### src/rtl/tankPkg.sv
/*
  Shared types of the player-tank block. One clock tick equals one video frame.
  Coordinates are unsigned screen pixels. Steps are two's complement.
  Trig values are sign-magnitude with magnitude scaled to 127.
*/
`default_nettype none

package tankPkg;

    // --------------------
    // Plain vectors
    // --------------------
    typedef logic [9:0]        coordT;    // Screen pixel
    typedef logic signed [9:0] stepT;     // Per-frame motion
    typedef logic [5:0]        headingT;  // 0..44, 8 degrees per count, CCW
    typedef logic [7:0]        trigT;     // Bit 7 sign, 6:0 magnitude
    typedef logic [7:0]        keyCodeT;  // Keyboard usage code

    localparam int headingCount = 45;     // Full turn in heading steps

    // --------------------
    // Grouped signals
    // --------------------
    typedef struct packed {
        coordT x;
        coordT y;
    } tankPosT;

    typedef struct packed {
        logic forward;
        logic reverse;
        logic rotLeft;
        logic rotRight;
        logic fire;
    } tankCmdT;                           // One-hot, zero when idle

    typedef struct packed {
        logic bottom;
        logic top;
        logic right;
        logic left;
    } wallFlagsT;

    typedef struct packed {
        trigT sin;
        trigT cos;
    } trigPairT;

    typedef enum logic [2:0] {
        holdStill,
        driveFwd,
        driveRev,
        bounce,
        respawn
    } motionSelT;

    typedef enum logic {
        fireReady,
        fireReload
    } fireStateT;

endpackage

`default_nettype wire

### src/rtl/headingTrigTable.sv
/*
  Constant sin/cos table for the 45 headings, 8 degrees apart, CCW from +x.
  Values are round(127 * f) in sign-magnitude. Only heading 0 sits on an axis.
  Pure combinational. Headings above 44 read as heading 0.
*/
`timescale 1ns/1ps
`default_nettype none

module headingTrigTable
(
    input  tankPkg::headingT  heading,
    output tankPkg::trigPairT trig
);
    import tankPkg::*;

    // Positive entry
    function automatic trigT pv(input logic [6:0] mag);
        return {1'b0, mag};
    endfunction

    // Negative entry
    function automatic trigT nv(input logic [6:0] mag);
        return {1'b1, mag};
    endfunction

    always_comb
    begin
        case (heading)
            // Quadrant I, sin then cos
            6'd0:    trig = {pv(7'd0),   pv(7'd127)};
            6'd1:    trig = {pv(7'd18),  pv(7'd126)};
            6'd2:    trig = {pv(7'd35),  pv(7'd122)};
            6'd3:    trig = {pv(7'd52),  pv(7'd116)};
            6'd4:    trig = {pv(7'd67),  pv(7'd108)};
            6'd5:    trig = {pv(7'd82),  pv(7'd97)};
            6'd6:    trig = {pv(7'd94),  pv(7'd85)};
            6'd7:    trig = {pv(7'd105), pv(7'd71)};
            6'd8:    trig = {pv(7'd114), pv(7'd56)};
            6'd9:    trig = {pv(7'd121), pv(7'd39)};
            6'd10:   trig = {pv(7'd125), pv(7'd22)};
            6'd11:   trig = {pv(7'd127), pv(7'd4)};    // 88 deg
            // Quadrant II
            6'd12:   trig = {pv(7'd126), nv(7'd13)};
            6'd13:   trig = {pv(7'd123), nv(7'd31)};
            6'd14:   trig = {pv(7'd118), nv(7'd48)};
            6'd15:   trig = {pv(7'd110), nv(7'd64)};
            6'd16:   trig = {pv(7'd100), nv(7'd78)};
            6'd17:   trig = {pv(7'd88),  nv(7'd91)};
            6'd18:   trig = {pv(7'd75),  nv(7'd103)};
            6'd19:   trig = {pv(7'd60),  nv(7'd112)};
            6'd20:   trig = {pv(7'd43),  nv(7'd119)};
            6'd21:   trig = {pv(7'd26),  nv(7'd124)};
            6'd22:   trig = {pv(7'd9),   nv(7'd127)};  // 176 deg
            // Quadrant III
            6'd23:   trig = {nv(7'd9),   nv(7'd127)};
            6'd24:   trig = {nv(7'd26),  nv(7'd124)};
            6'd25:   trig = {nv(7'd43),  nv(7'd119)};
            6'd26:   trig = {nv(7'd60),  nv(7'd112)};
            6'd27:   trig = {nv(7'd75),  nv(7'd103)};
            6'd28:   trig = {nv(7'd88),  nv(7'd91)};
            6'd29:   trig = {nv(7'd100), nv(7'd78)};
            6'd30:   trig = {nv(7'd110), nv(7'd64)};
            6'd31:   trig = {nv(7'd118), nv(7'd48)};
            6'd32:   trig = {nv(7'd123), nv(7'd31)};
            6'd33:   trig = {nv(7'd126), nv(7'd13)};
            // Quadrant IV
            6'd34:   trig = {nv(7'd127), pv(7'd4)};
            6'd35:   trig = {nv(7'd125), pv(7'd22)};
            6'd36:   trig = {nv(7'd121), pv(7'd39)};
            6'd37:   trig = {nv(7'd114), pv(7'd56)};
            6'd38:   trig = {nv(7'd105), pv(7'd71)};
            6'd39:   trig = {nv(7'd94),  pv(7'd85)};
            6'd40:   trig = {nv(7'd82),  pv(7'd97)};
            6'd41:   trig = {nv(7'd67),  pv(7'd108)};
            6'd42:   trig = {nv(7'd52),  pv(7'd116)};
            6'd43:   trig = {nv(7'd35),  pv(7'd122)};
            6'd44:   trig = {nv(7'd18),  pv(7'd126)};  // 352 deg
            default: trig = {pv(7'd0),   pv(7'd127)};  // Unused codes
        endcase
    end

endmodule

`default_nettype wire

### src/rtl/keyDecoder.sv
/*
  Four keycode slots are scanned every frame. The highest-priority key found
  in any slot wins. Order is forward, reverse, rotLeft, rotRight, fire.
  The command is registered, so it lags the keyboard report by one frame.
*/
`timescale 1ns/1ps
`default_nettype none

module keyDecoder
(
    input  logic                   Reset,      // Frame clock
    input  logic                   frame_clk,  // Async reset, active high
    input  tankPkg::keyCodeT [3:0] keycode,
    output tankPkg::tankCmdT       cmd
);
    import tankPkg::*;

    localparam keyCodeT keyFwd      = 8'h52;  // Up arrow
    localparam keyCodeT keyRev      = 8'h51;  // Down arrow
    localparam keyCodeT keyRotLeft  = 8'h50;  // Left arrow
    localparam keyCodeT keyRotRight = 8'h4F;  // Right arrow
    localparam keyCodeT keyFire     = 8'h2C;  // Space bar

    tankCmdT seen;  // Any slot holds the key
    tankCmdT pick;  // Priority winner

    always_comb
    begin
        seen = '0;
        for (int i = 0; i < $size(keycode); i++)
        begin
            seen.forward  |= (keycode[i] == keyFwd);
            seen.reverse  |= (keycode[i] == keyRev);
            seen.rotLeft  |= (keycode[i] == keyRotLeft);
            seen.rotRight |= (keycode[i] == keyRotRight);
            seen.fire     |= (keycode[i] == keyFire);
        end
    end

    always_comb
    begin
        pick = '0;
        if (seen.forward)
            pick.forward = 1'b1;
        else if (seen.reverse)
            pick.reverse = 1'b1;
        else if (seen.rotLeft)
            pick.rotLeft = 1'b1;
        else if (seen.rotRight)
            pick.rotRight = 1'b1;
        else if (seen.fire)
            pick.fire = 1'b1;  // Fire only when no other key
    end

    always_ff @(posedge Reset or posedge frame_clk)
    begin
        if (frame_clk)
            cmd <= '0;
        else
            cmd <= pick;  // One frame of latency
    end

endmodule

`default_nettype wire

### src/rtl/tankControl.sv
/*
  Central decisions of the tank. Priority is hit, then walls, then drive.
  Heading wraps over 0..44. Fire pulses for one frame and then waits out
  reloadFrames frames, so a held key fires once every reloadFrames frames.
  A hit clears heading, fire pulse and reload.
*/
`timescale 1ns/1ps
`default_nettype none

module tankControl
#(
    parameter int reloadFrames = 6
)
(
    input  logic               Reset,      // Frame clock
    input  logic               frame_clk,  // Async reset, active high
    input  logic               hit,
    input  tankPkg::tankCmdT   cmd,
    input  tankPkg::wallFlagsT walls,
    output tankPkg::headingT   heading,
    output tankPkg::motionSelT motionSel,
    output logic               shootBullet
);
    import tankPkg::*;

    localparam int cntW = (reloadFrames > 2) ? $clog2(reloadFrames) : 1;

    localparam headingT lastHeading = headingT'(headingCount - 1);
    localparam logic [cntW-1:0] reloadLoad = cntW'(reloadFrames - 1);

    fireStateT       fireState;
    logic [cntW-1:0] reloadCnt;  // Frames left in reload

    // --------------------
    // Motion select
    // --------------------
    always_comb
    begin
        if (hit)
            motionSel = respawn;
        else if (|walls)
            motionSel = bounce;  // Walls override drive keys
        else if (cmd.forward)
            motionSel = driveFwd;
        else if (cmd.reverse)
            motionSel = driveRev;
        else
            motionSel = holdStill;
    end

    // --------------------
    // Heading counter
    // --------------------
    always_ff @(posedge Reset or posedge frame_clk)
    begin
        if (frame_clk)
            heading <= '0;
        else if (hit)
            heading <= '0;  // Respawn faces +x
        else if (cmd.rotLeft)
            heading <= (heading == lastHeading) ? '0 : heading + 1'b1;
        else if (cmd.rotRight)
            heading <= (heading == '0) ? lastHeading : heading - 1'b1;
    end

    // --------------------
    // Fire and reload FSM
    // --------------------
    always_ff @(posedge Reset or posedge frame_clk)
    begin
        if (frame_clk)
        begin
            fireState   <= fireReady;
            reloadCnt   <= '0;
            shootBullet <= 1'b0;
        end
        else if (hit)
        begin
            fireState   <= fireReady;
            reloadCnt   <= '0;
            shootBullet <= 1'b0;
        end
        else
        begin
            case (fireState)
                fireReady:
                begin
                    shootBullet <= cmd.fire;  // One-frame pulse
                    if (cmd.fire)
                    begin
                        fireState <= fireReload;
                        reloadCnt <= reloadLoad;
                    end
                end
                fireReload:
                begin
                    shootBullet <= 1'b0;
                    if (reloadCnt != '0)
                        reloadCnt <= reloadCnt - 1'b1;
                    if (reloadCnt <= cntW'(1))
                        fireState <= fireReady;  // Ready as count hits zero
                end
                default:
                begin
                    fireState   <= fireReady;
                    shootBullet <= 1'b0;
                end
            endcase
        end
    end

endmodule

`default_nettype wire

### src/rtl/tankMotion.sv
/*
  Step and position registers. Position always adds the step held before
  the edge, so a new step shows in the position one frame later.
  Forward step magnitude is floor(driveSpeed * |trig| / 128).
  Respawn zeroes the step and puts the tank back at the centre.
*/
`timescale 1ns/1ps
`default_nettype none

module tankMotion
#(
    parameter logic [6:0]     driveSpeed = 7'd8,
    parameter tankPkg::coordT centerX    = 10'd300,
    parameter tankPkg::coordT centerY    = 10'd250
)
(
    input  logic               Reset,      // Frame clock
    input  logic               frame_clk,  // Async reset, active high
    input  tankPkg::motionSelT motionSel,
    input  tankPkg::trigPairT  trig,
    output tankPkg::tankPosT   pos,
    output tankPkg::stepT      stepX,
    output tankPkg::stepT      stepY
);
    import tankPkg::*;

    logic [13:0] prodX;  // Speed times |cos|
    logic [13:0] prodY;  // Speed times |sin|
    logic [6:0]  magX;
    logic [6:0]  magY;
    stepT        fwdX;
    stepT        fwdY;
    stepT        nextX;
    stepT        nextY;

    // --------------------
    // Forward step per axis
    // --------------------
    always_comb
    begin
        prodX = driveSpeed * trig.cos[6:0];
        prodY = driveSpeed * trig.sin[6:0];
        magX  = prodX[13:7];  // Divide by 128, floor
        magY  = prodY[13:7];

        fwdX = trig.cos[7] ? -stepT'(magX) : stepT'(magX);
        fwdY = trig.sin[7] ? stepT'(magY) : -stepT'(magY);  // Screen y points down
    end

    // --------------------
    // Step select
    // --------------------
    always_comb
    begin
        case (motionSel)
            driveFwd:
            begin
                nextX = fwdX;
                nextY = fwdY;
            end
            driveRev:
            begin
                nextX = -fwdX;
                nextY = -fwdY;
            end
            bounce:
            begin
                nextX = -stepX;  // Reflect current motion
                nextY = -stepY;
            end
            default:
            begin
                nextX = '0;  // holdStill and respawn
                nextY = '0;
            end
        endcase
    end

    always_ff @(posedge Reset or posedge frame_clk)
    begin
        if (frame_clk)
        begin
            stepX <= '0;
            stepY <= '0;
            pos.x <= centerX;
            pos.y <= centerY;
        end
        else
        begin
            stepX <= nextX;
            stepY <= nextY;
            if (motionSel == respawn)
            begin
                pos.x <= centerX;
                pos.y <= centerY;
            end
            else
            begin
                pos.x <= pos.x + coordT'(stepX);  // Old step, wraps mod 1024
                pos.y <= pos.y + coordT'(stepY);
            end
        end
    end

endmodule

`default_nettype wire

### src/rtl/tankTop.sv
/*
  Player tank, one update per frame. The clock port is Reset and the
  async active-high reset is frame_clk. Inputs are sampled at the clock edge.
  Position output is the tank centre. Size is the tankSize parameter.
*/
`timescale 1ns/1ps
`default_nettype none

module tankTop
#(
    parameter logic [6:0]     driveSpeed   = 7'd8,
    parameter int             reloadFrames = 6,
    parameter int             tankSize     = 10,
    parameter tankPkg::coordT centerX      = 10'd300,
    parameter tankPkg::coordT centerY      = 10'd250,
    parameter int             arenaXMin    = 0,
    parameter int             arenaXMax    = 639,
    parameter int             arenaYMin    = 0,
    parameter int             arenaYMax    = 479
)
(
    input  logic                   Reset,      // Frame clock
    input  logic                   frame_clk,  // Async reset, active high
    input  logic                   hit,
    input  tankPkg::keyCodeT [3:0] keycode,
    output tankPkg::tankPosT       tankPos,
    output tankPkg::stepT          stepX,
    output tankPkg::stepT          stepY,
    output tankPkg::headingT       heading,
    output logic                   shootBullet
);
    import tankPkg::*;

    tankCmdT   cmd;
    wallFlagsT walls;
    trigPairT  trig;
    motionSelT motionSel;

    keyDecoder u_keyDecoder (
        .Reset     (Reset),
        .frame_clk (frame_clk),
        .keycode   (keycode),
        .cmd       (cmd)
    );

    tankControl #(
        .reloadFrames (reloadFrames)
    ) u_tankControl (
        .Reset       (Reset),
        .frame_clk   (frame_clk),
        .hit         (hit),
        .cmd         (cmd),
        .walls       (walls),
        .heading     (heading),
        .motionSel   (motionSel),
        .shootBullet (shootBullet)
    );

    headingTrigTable u_headingTrigTable (
        .heading (heading),
        .trig    (trig)
    );

    tankMotion #(
        .driveSpeed (driveSpeed),
        .centerX    (centerX),
        .centerY    (centerY)
    ) u_tankMotion (
        .Reset     (Reset),
        .frame_clk (frame_clk),
        .motionSel (motionSel),
        .trig      (trig),
        .pos       (tankPos),
        .stepX     (stepX),
        .stepY     (stepY)
    );

    wallDetector #(
        .tankSize  (tankSize),
        .arenaXMin (arenaXMin),
        .arenaXMax (arenaXMax),
        .arenaYMin (arenaYMin),
        .arenaYMax (arenaYMax)
    ) u_wallDetector (
        .pos   (tankPos),
        .walls (walls)
    );

endmodule

`default_nettype wire

### src/rtl/wallDetector.sv
/*
  Wall flags from the current tank centre. A flag is set once the tank's
  size margin reaches a bound. Sums are taken in int, so no bound wraps.
  Screen y grows downward, so top is the small-y side.
*/
`timescale 1ns/1ps
`default_nettype none

module wallDetector
#(
    parameter int tankSize  = 10,
    parameter int arenaXMin = 0,
    parameter int arenaXMax = 639,
    parameter int arenaYMin = 0,
    parameter int arenaYMax = 479
)
(
    input  tankPkg::tankPosT   pos,
    output tankPkg::wallFlagsT walls
);
    int posX;  // Widened coordinates
    int posY;

    always_comb
    begin
        posX = int'(pos.x);
        posY = int'(pos.y);

        walls.left   = posX < arenaXMin + tankSize;
        walls.right  = posX + tankSize > arenaXMax;  // Margin moved to left side
        walls.top    = posY < arenaYMin + tankSize;
        walls.bottom = posY + tankSize > arenaYMax;
    end

endmodule

`default_nettype wire

### config.mk
export PLATFORM = sky130hd
export DESIGN_NAME = tankTop
export DESIGN_NICKNAME = d
export VERILOG_FILES = /design/src/rtl/tankPkg.sv /design/src/rtl/headingTrigTable.sv /design/src/rtl/keyDecoder.sv /design/src/rtl/tankControl.sv /design/src/rtl/tankMotion.sv /design/src/rtl/tankTop.sv /design/src/rtl/wallDetector.sv
export SDC_FILE = /design/constraint.sdc
export NUM_CORES = 1
export LEC_CHECK = 0
export ABC_AREA = 1
export BUFFER_PORTS_ARGS = -buffer_cell sky130_fd_sc_hd__buf_2
export CORE_ASPECT_RATIO = 0.75
export CORE_MARGIN = 3
export CORE_UTILIZATION = 25
export DETAILED_ROUTE_END_ITERATION = 6
export PLACE_DENSITY = 0.38
export REMOVE_ABC_BUFFERS = 1
export SLEW_MARGIN = 5
export SYNTH_ARGS = -nofsm -noshare
export SYNTH_HDL_FRONTEND = slang
export SYNTH_SLANG_ARGS = --single-unit
export TNS_END_PERCENT = 5
### constraint.sdc
create_clock -name Reset -period 3.1 [get_ports Reset]
set_input_delay 0.465 -clock Reset [delete_from_list [all_inputs] [get_ports Reset]]
set_output_delay 0.465 -clock Reset [all_outputs]
set_load 0.005 [all_outputs]
After elaboration in Yosys (flattened, before gate mapping)
Memories as Yosys holds them, arrays and structs flattened.
Cells that the tools add are included.
{ "word_totals": {"register_bits": 56, "rom_bits": 1024, "input_bits": 35, "output_inout_bits": 47, "elab_cells": 113, "memories": 1} }
{ "op_classes": {"add_sub_neg": 13, "magnitude_cmp": 5, "eq_ne": 27, "mux": 33, "n_bitwise": 16, "reduce_logical": 5} }
{ "mem_list": {"columns": ["name", "words", "width", "read_ports", "rd_ports_with_merged_regs", "write_ports", "line", "rtl"], "rows": [
  ["(no name shown)", 64, 16, 1, 0, 0, "headingTrigTable.sv:28", "case (heading)"]
]} }
{ "ops": {"columns": ["op", "n"], "rows": [
  ["$eq A8 B7 Y1 const B", 16],
  ["$pmux W10 S3", 2],
  ["$neg A10 Y10", 4],
  ["$eq A8 B6 Y1 const B", 4],
  ["$gt A32 B10 Y1 const B", 1],
  ["$gt A32 B11 Y1 const B", 1],
  ["$mux W6", 5],
  ["$add A10 B4 Y11 const B", 2],
  ["$mux W3", 7],
  ["$add A10 B10 Y10", 2],
  ["$lt A10 B4 Y1 const B", 2],
  ["$mux W10", 2],
  ["$mux W20", 1],
  ["$neg A3 Y10", 2],
  ["$or A1 B1 Y1", 15],
  ["$mux W1", 10],
  ["$add A6 B1 Y6 const B", 1],
  ["$eq A3 B2 Y1 const B", 2],
  ["$eq A6 B6 Y1 const B", 1],
  ["$logic_not A6 Y1", 1],
  ["$ne A3 B3 Y1 const B", 2],
  ["$pmux W3 S2", 1],
  ["$reduce_bool A3 Y1", 2],
  ["$sub A6 B1 Y6 const B", 1],
  ["10 further kinds", 12]
]} }

Longest topological paths before layout
{ "depth": {"ltp_word": 9, "mapped_depth": 21} }

By module
A second synthesis with hierarchy kept.
{ "unflattened": {"hier_cells": 990, "hier_area_um2": 6027.0} }
{ "by_module_without_submodules": {"columns": ["mod", "instances", "cells_per_inst", "area_each_um2", "seq_area_each_um2"], "rows": [
  ["tankMotion", 1, 419, 2955.3, 1013.5],
  ["headingTrigTable", 1, 230, 1153.6, 0.0],
  ["tankControl", 1, 122, 848.3, 275.3],
  ["keyDecoder", 1, 137, 674.4, 125.1],
  ["wallDetector", 1, 82, 395.4, 0.0]
]} }

Least setup slack after synthesis
No wires, ideal clock.
{ "synth_path": {"path_type": "reg-to-reg", "from": "register u_tankControl.heading[0]", "to": "register u_tankMotion.stepY[4]", "setup_time_ns": 0.119, "arrival_time_ns": 2.647, "required_time_ns": 2.981, "path_slack_ns": 0.334, "stages_incl_launch_ff": 20, "n_path_buf": 0, "period_less_slack_ns": 2.766, "cell_sequence": "dfrtp_1 inv_1 ha_1 nand2_1 nand2_1 nand2_1 nand2_1 nand2_1 nand2_1 nand2_1 inv_1 ha_1 or2_0 nand2_1 ha_1 inv_1 nor2_1 nand3_1 nand3_1 nand2_1"} }
{ "synth_between": {"elab_chain_cells": 5} }
{ "synth_rtl": {"columns": ["element", "line", "rtl"], "rows": [
  ["start, declared", "tankControl.sv:20", "output tankPkg::headingT heading,"],
  ["start signal, assigned", "tankControl.sv:61", "heading <= (heading == lastHeading) ? '0 : heading + 1'b1;"],
  ["start signal, assigned", "tankControl.sv:63", "heading <= (heading == '0) ? lastHeading : heading - 1'b1;"],
  ["$mem_v2 Z64 W16 *", null, null],
  ["$neg A3 Y10", "tankMotion.sv:47", "fwdY = trig.sin[7] ? stepT'(magY) : -stepT'(magY);"],
  ["$mux W10 *", "tankMotion.sv:47", null],
  ["$neg A10 Y10", "tankMotion.sv:64", "nextY = -fwdY;"],
  ["$pmux W10 S3 *", "tankMotion.sv:55", "case (motionSel)"],
  ["via u_tankMotion.nextY[4]", "tankMotion.sv:34", "stepT nextY;"],
  ["end signal, assigned", "tankMotion.sv:91", "stepY <= nextY;"],
  ["end, declared", "tankMotion.sv:23", "output tankPkg::stepT stepY"]
]} }
The timed path passes the listed nets; every way through them passes the cells marked *.
A chain may end at the register's enable or synchronous reset.

Final worst setup path
{ "layout_path": {"from": "register u_tankControl.heading[0]", "to": "register u_tankMotion.stepY[8]"} }
The elaborated chain is that of the path after synthesis.

==> qor.csv <==
stage,metric,value,unit
yosys,Yosys warning count,0,
sta,Max Slew Vio Count,0,
route,DRT iter0 DRCs,234,
power_and_ir_drop,Pleak,3.133,nW
global_route,global route overflow,0,
floorplan,core area,0.01954,mm²
yosys,Post-synth top cells,"nand2_1, inv_1, nor2_1, nand3_1, dfrtp_1",
route,DR pass1 iterations,5,
critical_path,highest-delay cell along the critical path,dfrtp_2,
critical_path,Critical Path RT,3.28,ns
route,WL final,15250,µm
critical_path,"Largest stage delay, worst path",0.44,ns
global_route,M2 GR Usage,22.38,%
yosys,register area share after synthesis,28.16,%
global_route,M1 GR Usage,20.53,%
clocking,Root Buffer,clkbuf_16,
sta,setup violators final,0,
yosys,Post-synth EDFFs,0,
route,Routed Antenna Nets,0,
final_layout,area of the multi-input gates,0.003092,mm²
yosys,area of the mapped netlist,0.005021,mm²
sta,final hold vios,0,
yosys,cell count after synthesis,746,
yosys,asr flop ratio synth,100.0,%
place,HPWL after DPL,12430,µm
critical_path,Worst EP arrival,3.10,ns
clocking,Num CTS Buffers,5,
sta,Achievable Freq,0.3425,GHz
final_layout,Antenna Cells,0,
route,DRC viols,0,
critical_path,cell family with most CP delay,simple AND/OR/NAND/NOR gates,
global_route,vias in the first global route,5043,
floorplan,Die X-Extent,169.6,µm
critical_path,critical path type,register to register,
job,maxcap violations,0,
power_and_ir_drop,power per cell area,1070,mW/mm²
global_route,global route hottest layer,met2,
floorplan,row count,44,
final_layout,Total Nets Final,909,
clocking,"CTS clk-pin slew, worst paths",0.08,ns
min_path,Worst Hold Class,input pin to async pin,
yosys,Synth area leaders,"dfrtp_1, nand2_1, ha_1",
clocking,CTS sink count,56,
yosys,cell with the most instances after synthesis,nand2_1,
place,PortBufs,81,
clocking,depth of the CTS H-tree,2,
route,via/cell ratio,4.658,
critical_path,CP max FO,6,
sta,Worst Max-Slew Pin Slew,1.051,ns
yosys,average size of a mapped cell,6.731,µm²
outcome,outcome,"finished, final reports clean",
final_layout,Area Growth Syn to Fin,17.19,%
clocking,CTS Hold Buffers Added,0,
floorplan,# IOs,82,
sta,min Tclk post-route,2.920,ns
critical_path,ordered cell list for the critical path,"ha_1, ha_1, or2_1, o21ai_0, nand2_1, nand2_1, inv_1, ha_1, or2_0, nand2_1, ha_1, inv_1, nor2_1, a21oi_1, nand2_1, nand3_1",
global_route,initial antenna violation count,0,
place,Cells after DPL,1078,
critical_path,crit end category,register,
clocking,worst-skew pair later-pin latency,0.31,ns
floorplan,die height,128.7,µm
sta,Worst Skew,0.01397,ns
global_route,GRT Total Usage,14.25,%
final_layout,share of layout cells above drive strength 1,17.89,%
yosys,Yosys top cell by area,dfrtp_1,
yosys,Synth top area share,22.93,%
route,post-DR wirelength/cell,14.05,µm
yosys,main flop type after synthesis,dfrtp_1,
critical_path,startpoint types,register,
clocking,post-CTS setup buffer count,0,
sta,worst hold margin,0.3954,ns
global_route,pin count of the biggest net entering global routing,47,
yosys,Seq cells post-synth,56,
power_and_ir_drop,overall power,6.297,mW
power_and_ir_drop,peak supply drop,0.4187,mV
global_route,first-pass GRT wire length,25150,µm
global_route,GR Util met3,2.181,%
sta,setup TNS,0,ns
clocking,clock buffer depth,2,
final_layout,fin cells,1086,
floorplan,Initial Utilization,25.69,%
yosys,post-synthesis cell type count,48,
critical_path,Buf/Inv on CP,2,
place,GP Congestion,0.8899,
final_layout,Reg area,0.001415,mm²
sta,Final Cycle Share,94.19,%
sta,unrepaired setup endpoints after global routing,true,
sta,worst rel slew slack,29.96,%
final_layout,Fillers,2171,
clocking,TritonCTS clock tree,yes,
route,routed vias,5059,
floorplan,die footprint,0.02184,mm²
repair_timing:
| item | in CTS | in global routing |
|---|---|---|
| resized for setup | 0 | 4 |
| hold endpoints to repair | 0 | 0 |
| endpoints found under the setup margin | 0 | 8 |
state kept, by name, summed over array words and instances, names as in the netlist:
name and cells:
u_tankControl.shootBullet 1, u_tankControl.fireState 1, u_tankControl.heading 6, u_tankMotion.stepX 10, u_tankControl.reloadCnt 3, u_tankMotion.pos 20
u_tankMotion.stepY 10, u_keyDecoder.cmd 5
final cells by class:
cell class | count | share of cell area, %
clock buffer | 6 | 2.190
clock inverter | 2 | 0.2764
inverter | 118 | 7.527
multi-input combinational | 561 | 52.54
sequential | 56 | 24.05
tap | 253 | 5.380
timing repair buffer | 90 | 8.037
routing by layer:
| metal | wire [µm] | share of wire [%] |
|---|---|---|
| met4 | 154 | 1.0 |
| met3 | 646 | 4.2 |
| met1 | 7943 | 52 |
| met2 | 6510 | 43 |
| met5 | 0 | 0 |
layout by cell type, fill, tap and decap left out, types with 4 or more instances in the layout:
master	count
nand2_1	175
inv_1	106
buf_2	81
nor2_1	80
nand3_1	63
dfrtp_1	45
ha_1	39
o21ai_0	35
a21oi_1	31
nor3_1	25
xor2_1	21
inv_2	11
nand4_1	11
o21ai_1	10
dfstp_2	10
nand2_2	9
buf_4	9
o211ai_1	5
or2_2	5
clkbuf_16	5
nand3_2	4
nor4_1	4
worst paths after layout:
check,slack (ns),endpoint,from,depth (start not counted)
max,0.18,u_tankMotion.stepY[8],u_tankControl.heading[0],16
min,0.40,u_tankControl.shootBullet,frame_clk,2
max reg2reg,0.18,u_tankMotion.stepY[8],u_tankControl.heading[0],16
min reg2reg,0.52,u_tankControl.reloadCnt[2],u_tankControl.reloadCnt[2],2
max in group asynchronous,1.94,u_tankControl.heading[0],frame_clk,3
min in group Reset,0.52,u_tankControl.reloadCnt[2],u_tankControl.reloadCnt[2],2
power by group:
group | internal, mW | switching [mW]
sequential | 0.970 | 0.312
combinational | 1.60 | 2.81
clock | 0.303 | 0.298
total | 2.88 | 3.42
cell families (layout without fill, tap and decap cells):
group / after synthesis / in the layout / synth area share (%)
buffers and inverters: 129 / 216 / 10.37
and+or+nand+nor: 392 / 392 / 34.66
DFF: 56 / 56 / 28.16
adders and majority gates: 42 / 42 / 10.77
AOI/OAI and AO/OA: 105 / 105 / 12.21
xor gates and xnor gates: 22 / 22 / 3.838
worst reg2reg max path: cells and delay by family (launching register included):
kind | cells | cell delay, ns
and+or+nand+nor | 8 | 1.13
AOI/OAI and AO/OA | 2 | 0.18
DFF | 1 | 0.44
adders and majority gates | 4 | 0.93
buffers and inverters | 2 | 0.11
per-stage QoR:
| stage | instance area [µm²] | utilization [%] | setup slack [ns] |
|---|---|---|---|
| final | 5884 | 30.11 | 0.1802 |
| after global routing | 5884 | 30.11 | -0.02271 |
| after CTS | 5878 | 30.08 | 0.1138 |
| after detailed placement | 5733 | 29.33 | 0.1212 |
| after global placement | 5733 | 29.33 | 0.2538 |
| after floorplan | 4943 | - | 0.3054 |
Power figures use the tool's default switching activity.
